### src/include/cpu_defs.svh
// core sizing macros
`ifndef CPU_DEFS_SVH
`define CPU_DEFS_SVH

// data word and address width
`define WORD_W 32

// architectural registers
`define REG_CNT 32

// first fetch address
`define PC_INIT 32'h0000_0000

`endif

### src/rtl/cpu_types_pkg.sv
// core types package
`default_nettype none

`include "cpu_defs.svh"

package cpu_types_pkg;

  typedef logic [`WORD_W-1:0] word_t;
  typedef logic [$clog2(`REG_CNT)-1:0] regbits_t;

  typedef enum logic [6:0] {
    OP_LOAD   = 7'b0000011,
    OP_OPIMM  = 7'b0010011,
    OP_STORE  = 7'b0100011,
    OP_OP     = 7'b0110011,
    OP_LUI    = 7'b0110111,
    OP_BRANCH = 7'b1100011,
    OP_JALR   = 7'b1100111,
    OP_JAL    = 7'b1101111,
    OP_HALT   = 7'b1111111
  } opcode_t;

  typedef enum logic [2:0] {
    ALU_ADD,
    ALU_SUB,
    ALU_AND,
    ALU_OR,
    ALU_XOR,
    ALU_SLT
  } aluop_t;

  typedef enum logic [1:0] {
    FWD_RF,
    FWD_MEM,
    FWD_WB
  } fwd_sel_t;

  typedef struct packed {
    word_t pc;
    word_t ins;
  } if_id_t;

  typedef struct packed {
    word_t    pc;
    word_t    rdat1;
    word_t    rdat2;
    word_t    imm;
    regbits_t rs1;
    regbits_t rs2;
    regbits_t rd;
    aluop_t   aluop;
    opcode_t  opcode;
    logic     bne;
    logic     alusrc;
    logic     regwr;
    logic     memwr;
    logic     memren;
    logic     memtoreg;
    logic     halt;
  } id_ex_t;

  typedef struct packed {
    word_t    result;
    word_t    store;
    word_t    target;
    regbits_t rd;
    opcode_t  opcode;
    logic     bne;
    logic     zero;
    logic     regwr;
    logic     memwr;
    logic     memren;
    logic     memtoreg;
    logic     halt;
  } ex_mem_t;

  typedef struct packed {
    word_t    result;
    word_t    dmemload;
    regbits_t rd;
    logic     regwr;
    logic     memtoreg;
  } mem_wb_t;

endpackage

`default_nettype wire

### src/rtl/cpu_ifs.sv
// register file and hazard interfaces
`timescale 1ns/100ps
`default_nettype none

interface register_file_if import cpu_types_pkg::*; ();
  regbits_t rsel1, rsel2, wsel;
  word_t    rdat1, rdat2, wdat;
  logic     wen;

  modport rf (
    input  rsel1, rsel2, wsel, wdat, wen,
    output rdat1, rdat2
  );

  modport dp (
    output rsel1, rsel2, wsel, wdat, wen,
    input  rdat1, rdat2
  );
endinterface

interface hazard_unit_if import cpu_types_pkg::*; ();
  regbits_t id_ex_rs1, id_ex_rs2, ex_mem_rd, mem_wb_rd;
  logic     ex_mem_regwr, mem_wb_regwr, ex_mem_memren;
  logic     branch_taken, ihit, dhit;
  fwd_sel_t fwd_a, fwd_b;
  logic     stall, flush;

  modport hu (
    input  id_ex_rs1, id_ex_rs2, ex_mem_rd, mem_wb_rd,
    input  ex_mem_regwr, mem_wb_regwr, ex_mem_memren,
    input  branch_taken, ihit, dhit,
    output fwd_a, fwd_b, stall, flush
  );

  modport dp (
    output id_ex_rs1, id_ex_rs2, ex_mem_rd, mem_wb_rd,
    output ex_mem_regwr, mem_wb_regwr, ex_mem_memren,
    output branch_taken, ihit, dhit,
    input  fwd_a, fwd_b, stall, flush
  );
endinterface

`default_nettype wire

### src/rtl/control_unit.sv
// instruction decoder
`timescale 1ns/100ps
`default_nettype none

module control_unit import cpu_types_pkg::*; (
  input  word_t    i_ins,
  output regbits_t o_rs1,
  output regbits_t o_rs2,
  output regbits_t o_rd,
  output word_t    o_imm,
  output aluop_t   o_aluop,
  output logic     o_alusrc,
  output logic     o_regwr,
  output logic     o_memwr,
  output logic     o_memren,
  output logic     o_memtoreg,
  output logic     o_halt
);

  opcode_t    opcode;
  logic [2:0] funct3;

  assign opcode = opcode_t'(i_ins[6:0]);
  assign funct3 = i_ins[14:12];
  assign o_rd   = i_ins[11:7];
  assign o_halt = &i_ins;

  always_comb
  begin
    // unknown encodings fall through as a no-op
    o_rs1      = i_ins[19:15];
    o_rs2      = '0;
    o_imm      = {{20{i_ins[31]}}, i_ins[31:20]};
    o_aluop    = ALU_ADD;
    o_alusrc   = 1'b0;
    o_regwr    = 1'b0;
    o_memwr    = 1'b0;
    o_memren   = 1'b0;
    o_memtoreg = 1'b0;
    case (opcode)
      OP_OP:
      begin
        o_rs2   = i_ins[24:20];
        o_regwr = 1'b1;
        case (funct3)
          3'b000:  o_aluop = i_ins[30] ? ALU_SUB : ALU_ADD;
          3'b010:  o_aluop = ALU_SLT;
          3'b100:  o_aluop = ALU_XOR;
          3'b110:  o_aluop = ALU_OR;
          3'b111:  o_aluop = ALU_AND;
          default: o_regwr = 1'b0;
        endcase
      end
      OP_OPIMM:
      begin
        o_alusrc = 1'b1;
        o_regwr  = (funct3 == 3'b000);
      end
      OP_LOAD:
      begin
        o_alusrc   = 1'b1;
        o_memren   = (funct3 == 3'b010);
        o_memtoreg = o_memren;
        o_regwr    = o_memren;
      end
      OP_STORE:
      begin
        o_rs2    = i_ins[24:20];
        o_imm    = {{20{i_ins[31]}}, i_ins[31:25], i_ins[11:7]};
        o_alusrc = 1'b1;
        o_memwr  = (funct3 == 3'b010);
      end
      OP_BRANCH:
      begin
        // equality test through the zero flag
        o_rs2   = i_ins[24:20];
        o_imm   = {{19{i_ins[31]}}, i_ins[31], i_ins[7], i_ins[30:25], i_ins[11:8], 1'b0};
        o_aluop = ALU_SUB;
      end
      OP_JAL:
      begin
        o_rs1   = '0;
        o_imm   = {{11{i_ins[31]}}, i_ins[31], i_ins[19:12], i_ins[20], i_ins[30:21], 1'b0};
        o_regwr = 1'b1;
      end
      OP_JALR:
      begin
        o_alusrc = 1'b1;
        o_regwr  = 1'b1;
      end
      OP_LUI:
      begin
        // x0 + upper immediate
        o_rs1    = '0;
        o_imm    = {i_ins[31:12], 12'h000};
        o_alusrc = 1'b1;
        o_regwr  = 1'b1;
      end
      default:
      begin
        o_rs1 = '0;
      end
    endcase
  end

endmodule

`default_nettype wire

### src/rtl/register_file.sv
// integer register file
`timescale 1ns/100ps
`default_nettype none

`include "cpu_defs.svh"

module register_file import cpu_types_pkg::*; (
  input logic           CLK,
  input logic           nRST,
  register_file_if.rf   rf
);

  word_t regs [`REG_CNT];

  always_ff @(posedge CLK or negedge nRST)
  begin
    if (!nRST)
    begin
      for (int i = 0; i < `REG_CNT; i++)
      begin
        regs[i] <= '0;
      end
    end
    else if (rf.wen && rf.wsel != '0)
    begin
      regs[rf.wsel] <= rf.wdat;
    end
  end

  // x0 always reads zero
  assign rf.rdat1 = (rf.rsel1 == '0) ? '0 : regs[rf.rsel1];
  assign rf.rdat2 = (rf.rsel2 == '0) ? '0 : regs[rf.rsel2];

endmodule

`default_nettype wire

### src/rtl/alu.sv
// arithmetic logic unit
`timescale 1ns/100ps
`default_nettype none

module alu import cpu_types_pkg::*; (
  input  word_t  i_a,
  input  word_t  i_b,
  input  aluop_t i_op,
  output word_t  o_result,
  output logic   o_zero
);

  always_comb
  begin
    case (i_op)
      ALU_SUB: o_result = i_a - i_b;
      ALU_AND: o_result = i_a & i_b;
      ALU_OR:  o_result = i_a | i_b;
      ALU_XOR: o_result = i_a ^ i_b;
      ALU_SLT: o_result = word_t'($signed(i_a) < $signed(i_b));
      default: o_result = i_a + i_b;
    endcase
  end

  assign o_zero = (o_result == '0);

endmodule

`default_nettype wire

### src/rtl/hazard_unit.sv
// forwarding, stall and flush control
`timescale 1ns/100ps
`default_nettype none

module hazard_unit import cpu_types_pkg::*; (
  hazard_unit_if.hu hu
);

  logic load_match;

  // nearest producer wins
  function automatic fwd_sel_t pick_src(input regbits_t src);
    fwd_sel_t sel;
    sel = FWD_RF;
    if (src != '0 && hu.ex_mem_regwr && hu.ex_mem_rd == src)
    begin
      sel = FWD_MEM;
    end
    else if (src != '0 && hu.mem_wb_regwr && hu.mem_wb_rd == src)
    begin
      sel = FWD_WB;
    end
    return sel;
  endfunction

  assign hu.fwd_a = pick_src(hu.id_ex_rs1);
  assign hu.fwd_b = pick_src(hu.id_ex_rs2);

  assign load_match = hu.ex_mem_rd != '0 &&
                      (hu.ex_mem_rd == hu.id_ex_rs1 || hu.ex_mem_rd == hu.id_ex_rs2);

  // hold execute until the load data arrives
  assign hu.stall = hu.ex_mem_memren && load_match && !hu.dhit;

  // redirect only on an accepted fetch cycle
  assign hu.flush = hu.branch_taken && hu.ihit;

endmodule

`default_nettype wire

### src/rtl/datapath.sv
// five stage pipelined core
`timescale 1ns/100ps
`default_nettype none

`include "cpu_defs.svh"

module datapath import cpu_types_pkg::*; (
  input  logic  CLK,
  input  logic  nRST,
  output word_t o_imemaddr,
  input  word_t i_imemload,
  input  logic  i_ihit,
  output word_t o_dmemaddr,
  output word_t o_dmemstore,
  output logic  o_dmemren,
  output logic  o_dmemwen,
  input  word_t i_dmemload,
  input  logic  i_dhit,
  output logic  o_halt
);

  register_file_if rfif ();
  hazard_unit_if   hzif ();

  if_id_t  if_id;
  id_ex_t  id_ex;
  ex_mem_t ex_mem;
  mem_wb_t mem_wb;

  word_t    pc, rdat1_id, rdat2_id, cu_imm;
  word_t    alu_a, alu_b, alu_out, rs2_val, ex_result, ex_target, mem_fwd, wb_val;
  regbits_t cu_rs1, cu_rs2, cu_rd;
  aluop_t   cu_aluop;
  logic     cu_alusrc, cu_regwr, cu_memwr, cu_memren, cu_memtoreg, cu_halt;
  logic     alu_zero, br_taken, halt_q, freeze, advance;

  control_unit cu0 (
    .i_ins(if_id.ins), .o_rs1(cu_rs1), .o_rs2(cu_rs2), .o_rd(cu_rd), .o_imm(cu_imm),
    .o_aluop(cu_aluop), .o_alusrc(cu_alusrc), .o_regwr(cu_regwr), .o_memwr(cu_memwr),
    .o_memren(cu_memren), .o_memtoreg(cu_memtoreg), .o_halt(cu_halt)
  );
  register_file rf0 (.CLK(CLK), .nRST(nRST), .rf(rfif));
  alu alu0 (.i_a(alu_a), .i_b(alu_b), .i_op(id_ex.aluop), .o_result(alu_out), .o_zero(alu_zero));
  hazard_unit hu0 (.hu(hzif));

  function automatic word_t fwd_mux(input fwd_sel_t sel, input word_t rf_val);
    word_t val;
    case (sel)
      FWD_MEM: val = mem_fwd;
      FWD_WB:  val = wb_val;
      default: val = rf_val;
    endcase
    return val;
  endfunction

  assign o_imemaddr = pc;
  assign freeze     = halt_q || ex_mem.halt;
  assign advance    = i_ihit && !hzif.stall && !freeze;

  // decode, with bypass of a same-cycle writeback
  assign rfif.rsel1 = cu_rs1;
  assign rfif.rsel2 = cu_rs2;
  assign rdat1_id = (rfif.wen && cu_rs1 != '0 && rfif.wsel == cu_rs1) ? wb_val : rfif.rdat1;
  assign rdat2_id = (rfif.wen && cu_rs2 != '0 && rfif.wsel == cu_rs2) ? wb_val : rfif.rdat2;

  // execute
  assign alu_a     = fwd_mux(hzif.fwd_a, id_ex.rdat1);
  assign rs2_val   = fwd_mux(hzif.fwd_b, id_ex.rdat2);
  assign alu_b     = id_ex.alusrc ? id_ex.imm : rs2_val;
  assign ex_result = (id_ex.opcode == OP_JAL || id_ex.opcode == OP_JALR) ? id_ex.pc + 4 : alu_out;
  assign ex_target = (id_ex.opcode == OP_JALR) ? (alu_out & ~word_t'(1)) : id_ex.pc + id_ex.imm;

  // memory stage, load data is the result once dhit arrives
  assign mem_fwd     = ex_mem.memren ? i_dmemload : ex_mem.result;
  assign o_dmemaddr  = ex_mem.result;
  assign o_dmemstore = ex_mem.store;
  assign o_dmemren   = ex_mem.memren;
  assign o_dmemwen   = ex_mem.memwr;

  always_comb
  begin
    case (ex_mem.opcode)
      OP_BRANCH:       br_taken = ex_mem.zero ^ ex_mem.bne;
      OP_JAL, OP_JALR: br_taken = 1'b1;
      default:         br_taken = 1'b0;
    endcase
  end

  // writeback
  assign wb_val     = mem_wb.memtoreg ? mem_wb.dmemload : mem_wb.result;
  assign rfif.wsel  = mem_wb.rd;
  assign rfif.wdat  = wb_val;
  assign rfif.wen   = mem_wb.regwr;

  assign hzif.id_ex_rs1     = id_ex.rs1;
  assign hzif.id_ex_rs2     = id_ex.rs2;
  assign hzif.ex_mem_rd     = ex_mem.rd;
  assign hzif.mem_wb_rd     = mem_wb.rd;
  assign hzif.ex_mem_regwr  = ex_mem.regwr;
  assign hzif.mem_wb_regwr  = mem_wb.regwr;
  assign hzif.ex_mem_memren = ex_mem.memren;
  assign hzif.branch_taken  = br_taken;
  assign hzif.ihit          = i_ihit;
  assign hzif.dhit          = i_dhit;

  assign o_halt = halt_q;

  always_ff @(posedge CLK or negedge nRST)
  begin
    if (!nRST)
      pc <= `PC_INIT;
    else if (hzif.flush)
      pc <= ex_mem.target;
    else if (advance)
      pc <= pc + 4;
  end

  always_ff @(posedge CLK or negedge nRST)
  begin
    if (!nRST)
    begin
      if_id  <= '0;
      id_ex  <= '0;
      ex_mem <= '0;
      mem_wb <= '0;
      halt_q <= 1'b0;
    end
    else
    begin
      if (ex_mem.halt)
        halt_q <= 1'b1;
      if (hzif.flush || freeze)
      begin
        if_id  <= '0;
        id_ex  <= '0;
        ex_mem <= '0;
      end
      else if (advance)
      begin
        if_id.pc  <= pc;
        if_id.ins <= i_imemload;

        id_ex.pc       <= if_id.pc;
        id_ex.rdat1    <= rdat1_id;
        id_ex.rdat2    <= rdat2_id;
        id_ex.imm      <= cu_imm;
        id_ex.rs1      <= cu_rs1;
        id_ex.rs2      <= cu_rs2;
        id_ex.rd       <= cu_rd;
        id_ex.aluop    <= cu_aluop;
        id_ex.opcode   <= opcode_t'(if_id.ins[6:0]);
        id_ex.bne      <= if_id.ins[12];
        id_ex.alusrc   <= cu_alusrc;
        id_ex.regwr    <= cu_regwr;
        id_ex.memwr    <= cu_memwr;
        id_ex.memren   <= cu_memren;
        id_ex.memtoreg <= cu_memtoreg;
        id_ex.halt     <= cu_halt;

        ex_mem.result   <= ex_result;
        ex_mem.store    <= rs2_val;
        ex_mem.target   <= ex_target;
        ex_mem.rd       <= id_ex.rd;
        ex_mem.opcode   <= id_ex.opcode;
        ex_mem.bne      <= id_ex.bne;
        ex_mem.zero     <= alu_zero;
        ex_mem.regwr    <= id_ex.regwr;
        ex_mem.memwr    <= id_ex.memwr;
        ex_mem.memren   <= id_ex.memren;
        ex_mem.memtoreg <= id_ex.memtoreg;
        ex_mem.halt     <= id_ex.halt;
      end
      else if (i_dhit)
      begin
        // capture forwarded operands before the producers move on
        id_ex.rdat1 <= alu_a;
        id_ex.rdat2 <= rs2_val;
        ex_mem      <= '0;
      end

      if (i_ihit || i_dhit)
      begin
        mem_wb.result   <= ex_mem.result;
        mem_wb.dmemload <= i_dmemload;
        mem_wb.rd       <= ex_mem.rd;
        mem_wb.regwr    <= ex_mem.regwr;
        mem_wb.memtoreg <= ex_mem.memtoreg;
      end
    end
  end

endmodule

`default_nettype wire

### config.mk
export PLATFORM = sky130hd
export DESIGN_NAME = datapath
export DESIGN_NICKNAME = d
export VERILOG_FILES = /design/src/rtl/cpu_types_pkg.sv /design/src/rtl/cpu_ifs.sv /design/src/rtl/control_unit.sv /design/src/rtl/register_file.sv /design/src/rtl/alu.sv /design/src/rtl/hazard_unit.sv /design/src/rtl/datapath.sv
export VERILOG_INCLUDE_DIRS = /design/src /design/src/include
export SDC_FILE = /design/constraint.sdc
export NUM_CORES = 2
export LEC_CHECK = 0
export ABC_AREA = 0
export BUFFER_PORTS_ARGS = -buffer_cell sky130_fd_sc_hd__buf_2
export CAP_MARGIN = 10
export CORE_ASPECT_RATIO = 0.5
export CORE_UTILIZATION = 50
export DETAILED_ROUTE_END_ITERATION = 7
export GPL_TIMING_DRIVEN = 0
export PLACE_DENSITY = 0.66
export SLEW_MARGIN = 20
export SYNTH_ARGS = -nofsm -noshare
export SYNTH_HDL_FRONTEND = slang
export SYNTH_HIERARCHICAL = 1
export SYNTH_SLANG_ARGS = --single-unit
### constraint.sdc
create_clock -name CLK -period 9.3 [get_ports CLK]
set_clock_uncertainty 0.1 [all_clocks]
set_input_delay 1.395 -clock CLK [delete_from_list [all_inputs] [get_ports CLK]]
set_output_delay 1.395 -clock CLK [all_outputs]
set_load 0.05 [all_outputs]
; ---- Yosys cells after proc, flatten, opt, wreduce, memory -nomap -nowiden
; Index checks and enable logic that the tools add are counted.
[op_classes]
add_sub_neg = 5
magnitude_cmp = 5
eq_ne = 32
muxes = 49
n_bitwise = 7
reduce_logical = 48
[ops]
columns = cell, count
row1 = $bwmux W1024, 1
row2 = $mux W32, 17
row3 = $mux W115, 3
row4 = $bmux W32 S5, 2
row5 = $mux W64, 5
row6 = $demux W32 S5, 1
row7 = $mux W160, 1
row8 = $pmux W32 S5, 1
row9 = $pmux W32 S2, 2
row10 = $pmux W31 S4, 1
row11 = $add A32 B3 Y32 const B, 2
row12 = $add A32 B32 Y32, 2
row13 = $eq A7 B7 Y1 const B, 8
row14 = $and A32 B32 Y32, 1
row15 = $logic_not A32 Y1, 1
row16 = $lt A32 B32 Y1, 1
row17 = $or A32 B32 Y32, 1
row18 = $reduce_and A32 Y1, 1
row19 = $sub A32 B32 Y32, 1
row20 = $xor A32 B32 Y32, 1
row21 = $eq A5 B5 Y1, 6
row22 = $reduce_bool A5 Y1, 6
row23 = $eq A7 B6 Y1 const B, 3
row24 = $logic_and A1 B1 Y1, 20
row25 = other kinds (28), 58
[word_totals]
ff_bits = 1467
inputBits = 68
out_inout_bits = 99
elab_cells = 215

; ---- Longest topological paths before layout
[logic_depth]
depth_word = 13
depth_mapped = 27
depth_no_buf = 25

; ---- Hierarchy
; The synthesis kept the hierarchy.
[by_module_without_submodules]
columns = mod, instances, cells_per_inst, area_each_um2, seq_area_each_um2
row1 = register_file, 1, 3513, 54129.4, 25624.6
row2 = datapath, 1, 2227, 22861.9, 11085.6
row3 = alu, 1, 923, 6018.3, 0.0
row4 = control_unit, 1, 117, 768.2, 0.0
row5 = hazard_unit, 1, 43, 332.8, 0.0

; ---- Worst setup path after synthesis
; OpenSTA, ideal clock, no wires.
[synth_timing]
path_type = register -> register
startpoint = register id_ex, in the netlist hzif.id_ex_rs2[1]
endpoint = register ex_mem[5] in the netlist's numbering
setup_ps = 66
arrival_time_ps = 5239
required_time_ps = 9134
path_slack_ps = 3895
path_stages_with_launch = 24
n_path_buf = 3
period_less_slack_ps = 5405
path_cell_list = dfrtp_1 -> or4_1 -> nor2_1 -> nor4b_1 -> ha_1 -> clkbuf_1 -> clkbuf_1 -> a21oi_1 -> o21ai_0 -> inv_1 -> ha_1 -> buf_6 -> nand2b_4 -> a2111o_1 -> a21oi_1 -> o2111ai_1 -> a21oi_1 -> mux2i_1 -> a221oi_1 -> or4_1 -> nor4_1 -> nand2_1 -> nor4_2 -> a22o_1
[synth_via]
elab_chain_cells = 13
elab_cells_between_ends = 31
cone_classes = 2 x add/sub / 1 x order compare / 4 x eq/ne / 7 x mux / 3 x bitwise / 14 x reduce/logical
[synth_rtl]
columns = item, line
row1 = start: declaration, datapath.sv:26  ; id_ex_t id_ex;
row2 = $reduce_bool A5 Y1, "hazard_unit.sv:15, hazard_unit.sv:19"
row3 = $logic_and A1 B1 Y1 (2 in series), hazard_unit.sv:19  ; else if (src != '0 && hu.mem_wb_regwr && hu.mem_wb_rd == src)
row4 = $mux W2, hazard_unit.sv:19
row5 = $mux W2 *, hazard_unit.sv:15  ; if (src != '0 && hu.ex_mem_regwr && hu.ex_mem_rd == src)
row6 = named net hzif.fwd_b[1], cpu_ifs.sv:25  ; fwd_sel_t fwd_a, fwd_b;
row7 = $eq A2 B2 Y1 / $eq A2 B1 Y1 (equally long branches), datapath.sv:48  ; case (sel)
row8 = $pmux W32 S2 *, datapath.sv:48
row9 = $mux W32 *, datapath.sv:69  ; assign alu_b = id_ex.alusrc ? id_ex.imm : rs2_val;
row10 = named net alu_b[2], datapath.sv:31  ; word_t alu_a, alu_b, alu_out, rs2_val, ex_result, ex_target, mem_fwd, wb_val;
row11 = $add A32 B32 Y32 / $sub A32 B32 Y32 (equally long branches), "alu.sv:21, alu.sv:16"
row12 = $pmux W32 S5 *, alu.sv:15  ; case (i_op)
row13 = named net alu_out[18], datapath.sv:31
row14 = $logic_not A32 Y1 *, alu.sv:25  ; assign o_zero = (o_result == '0);
row15 = named net alu_zero, datapath.sv:35  ; logic alu_zero, br_taken, halt_q, freeze, advance;
row16 = $mux W115 *, datapath.sv:138  ; else if (advance)
row17 = $mux W115 *, datapath.sv:132  ; if (hzif.flush || freeze)
row18 = end: declaration, datapath.sv:27  ; ex_mem_t ex_mem;
; The timed path passes the listed nets; every way through them passes the cells marked *.
; A chain may end at the register's enable or synchronous reset.

; ---- Final worst setup path
[layout_timing]
startpoint = register mem_wb, in the netlist hzif.mem_wb_rd[2]
endpoint = register ex_mem[5] in the netlist's numbering
[layout_via]
elab_chain_cells = 12
elab_cells_between_ends = 25
cone_classes = 2 x add/sub / 1 x order compare / 6 x eq/ne / 10 x mux / 3 x bitwise / 3 x reduce/logical
[layout_rtl]
columns = item, line
row1 = start: declaration, datapath.sv:28  ; mem_wb_t mem_wb;
row2 = $eq A5 B5 Y1 *, hazard_unit.sv:19
row3 = $logic_and A1 B1 Y1 *, hazard_unit.sv:19
row4 = $mux W2 *, hazard_unit.sv:19
row5 = $mux W2 *, hazard_unit.sv:15
row6 = named net hzif.fwd_b[1], cpu_ifs.sv:25
row7 = $eq A2 B2 Y1 / $eq A2 B1 Y1 (equally long branches), datapath.sv:48
row8 = $pmux W32 S2 *, datapath.sv:48
row9 = $mux W32 *, datapath.sv:69
row10 = named net alu_b[16], datapath.sv:31
row11 = $add A32 B32 Y32 / $sub A32 B32 Y32 (equally long branches), "alu.sv:21, alu.sv:16"
row12 = $pmux W32 S5 *, alu.sv:15
row13 = named net alu_out[22], datapath.sv:31
row14 = $logic_not A32 Y1 *, alu.sv:25
row15 = named net alu_zero, datapath.sv:35
row16 = $mux W115 *, datapath.sv:138
row17 = $mux W115 *, datapath.sv:132
; Marks and branches as above.

==> out/qor.csv <==
metric,value,unit
status,finished clean,
syn_area_per_cell,12.3,µm²
ir_drop,0.134,mV
ant_nets,0,
grt_overflow,0,
cts_setup_buffers,0,
antenna_found_initial,13,
setup_ws,0.735,ns
power.density,151,nW/µm²
critPathSlowestCell,a21oi_1,
end_kind,flop,
cts_hold_buf,0,
cp-start-kind,flop,
hold_violations,0,
cts-root-buf,clkbuf_16,
dp.cells,9198,
clkLatencyLatePin,0.83,ns
area_delta_synth_final,10.5,%
netlist_area,84100,µm²
ctsResizeCount,0,
die_w,582,µm
crit-reg2reg-launch,hzif.mem_wb_rd[2],
grt_max_degree,136,
r2r_slack,0.74,ns
slew_headroom,9.65,%
top_layer_used,met5,
r2r_end,ex_mem[5],
final_common_cell,dfrtp_1,
yosysSeqAreaShare,43.6,%
setup_viol,0,
power_leakage,40.7,nW
drc,0,
synth_cell_types,115,
synth_warnings,6,
core_area,166000,µm²
layout.nets,7358,
tritoncts,built,
max_cap_violations,0,
syn_inst,6823,
drt_iter0_markers,9253,
via_count,65660,
ios,167,
viasPerCell,6.95,
wire_per_inst,35.0,µm
cts.htree.levels,4,
initial_utilization,50.8,%
path_class,flop to flop,
met1_length,127000,µm
crit_start,hzif.mem_wb_rd[2],
syn_nets,7027,
rsz0062_at_grt,no,
numCtsBuffers,147,
ys_ff_latch,1467,
wl_met2,140000,µm
pre_cts_slack,1.05,ns
setup.worst_path.end,ex_mem[5],
worst-r2r-cell-count,22,
cts.clk_slew.worst_paths,0.07,ns
tightestPinTransition,1.35,ns
period_share,92.1,%
critPathRequiredTime,9.91,ns
grt_pass1_wl,470000,µm
rows,105,
max_freq,117,MHz
p_total,14.1,mW
setup_tns,0,ns
grt_util_all_layers,38.6,%
fp.dieH,292,µm
crit_chain,xnor2_1 -> nand4_1 -> nor4b_1 -> ha_1 -> clkbuf_1 -> buf_1 -> nor2_1 -> a21oi_1 -> o21ai_0 -> inv_1 -> ha_1 -> buf_2 -> nor4_1 -> o211ai_2 -> a21boi_4 -> mux2i_1 -> o211ai_1 -> or4_1 -> nor4_1 -> nand2_1 -> nor4_2 -> a22o_1,
place.detailed.hpwl,241000,µm
drv_slew,0,
port_buffers,166,
dr_wl_met3,45500,µm
wirelength,331000,µm
drive_above_1_share,33.7,%
drt-pass1-iter-count,6,
synthArstFlopShare,100,%
synth_ff_type,dfrtp_1,
max_stage_delay,0.93,ns
dieArea,170000,µm²
clk_path_buf_depth,4,
stdcell_count,9454,
gp_congestion,1.01,
finalCriticalPeriod,8.56,ns
timing.hold.worst.class,flop to flop,
cts_sinks,1467,
worstPathMaxFanout,12,
mostFrequentLayoutCells,"dfrtp_1, mux2_2, mux4_2, nand2_1, clkbuf_1",
worstPathArrival,9.18,ns
synth_enable_flop_cells,0,
grt_pass1_vias,63978,
-- power by group --
| group | leakage (nW) | switching [mW] | total, mW | internal [mW] |
|---|---|---|---|---|
| registers | 20.2 | 0.221 | 6.73 | 6.51 |
| logic | 18.2 | 0.865 | 1.25 | 0.387 |
| clock network | 2.33 | 2.67 | 6.08 | 3.41 |
| total | 40.7 | 3.76 | 14.1 | 10.3 |
-- flip-flops by register name (all words and copies together) (netlist names), 5 cells and up --
name / cells
ex_mem: 43
hzif.ex_mem_rd: 5
hzif.id_ex_rs1: 5
hzif.id_ex_rs2: 5
hzif.mem_wb_rd: 5
id_ex: 150
if_id: 64
mem_wb: 65
o_dmemaddr: 32
o_dmemstore: 32
o_imemaddr: 32
rf0/regs: 1024
-- cells by family after synthesis --
family / count (synthesis) / synth area share (%)
mux: 1871 / 31.0
flops: 1467 / 43.6
compound gates: 1366 / 11.5
simple gates: 1011 / 5.82
buf+inv: 848 / 4.76
fa+ha+maj: 136 / 2.05
xor+xnor: 124 / 1.29
-- metrics by stage --
step / hold slack, ns / area [µm²] / utilization [%]
after floorplan: 0.341 / 84100 / -
final: 0.387 / 92900 / 56.1
after global placement: 0.353 / 87700 / 53.0
after detailed placement: 0.367 / 88200 / 53.3
after CTS: 0.385 / 92900 / 56.1
after global routing: 0.403 / 92900 / 56.1
-- metal layers --
layer	vias to the layer above	global-route usage (%)
met4	12	18.0
li1	26405	-
met3	984	15.6
met1	34038	50.5
met2	4221	55.9
met5	-	0
-- critical path, delay by kind of cell, from the launching register on --
family,cells,cell delay [ns]
flops,1,0.86
simple gates,8,2.75
buf+inv,4,1.32
fa+ha+maj,2,0.46
xor+xnor,1,0.19
compound gates,6,2.58
mux,1,0.22
-- cells in the mapped netlist (96+ instances only) --
library cell  count  share of area, %
clkbuf_1        369               1.6
inv_1           114              0.51
nor3_1           96              0.57
buf_4           120               1.1
mux2i_1         237               2.8
a22oi_1         115               1.0
dfrtp_1        1467                44
mux4_2          468                13
nor2_1          203              0.91
nand2_1         385               1.7
mux2_2         1158                16
a22o_1          239               2.5
o21ai_0         260               1.5
o22ai_1         102              0.76
ha_1            133               2.0
a21oi_1         206               1.2
buf_2           153              0.91
-- worst min path at each step --
stage,cells after the start,from,slack [ns],to
4_1_cts,1,rf0/regs[1016],0.39,rf0/regs[1016]
6_report,1,rf0/regs[1013],0.39,rf0/regs[1013]
3_5_place_dp,1,rf0/regs[1017],0.37,rf0/regs[1017]
2_1_floorplan,1,rf0/regs[1001],0.34,rf0/regs[1001]
5_1_grt,1,rf0/regs[1023],0.40,rf0/regs[1023]
3_3_place_gp,1,rf0/regs[1015],0.35,rf0/regs[1015]
-- area by class of cell --
class,count,area [µm²]
plain buffers,727,3570
inverters,121,454
clock inverters,45,460
clock buffers,200,4240
multi-input cells,4508,43500
repair buffers,182,1210
flip-flops and latches,1467,36700
diodes,11,27.5
well taps,2193,2740
fillers,13952,72600
No activity file was read; power rests on OpenSTA's default activity.
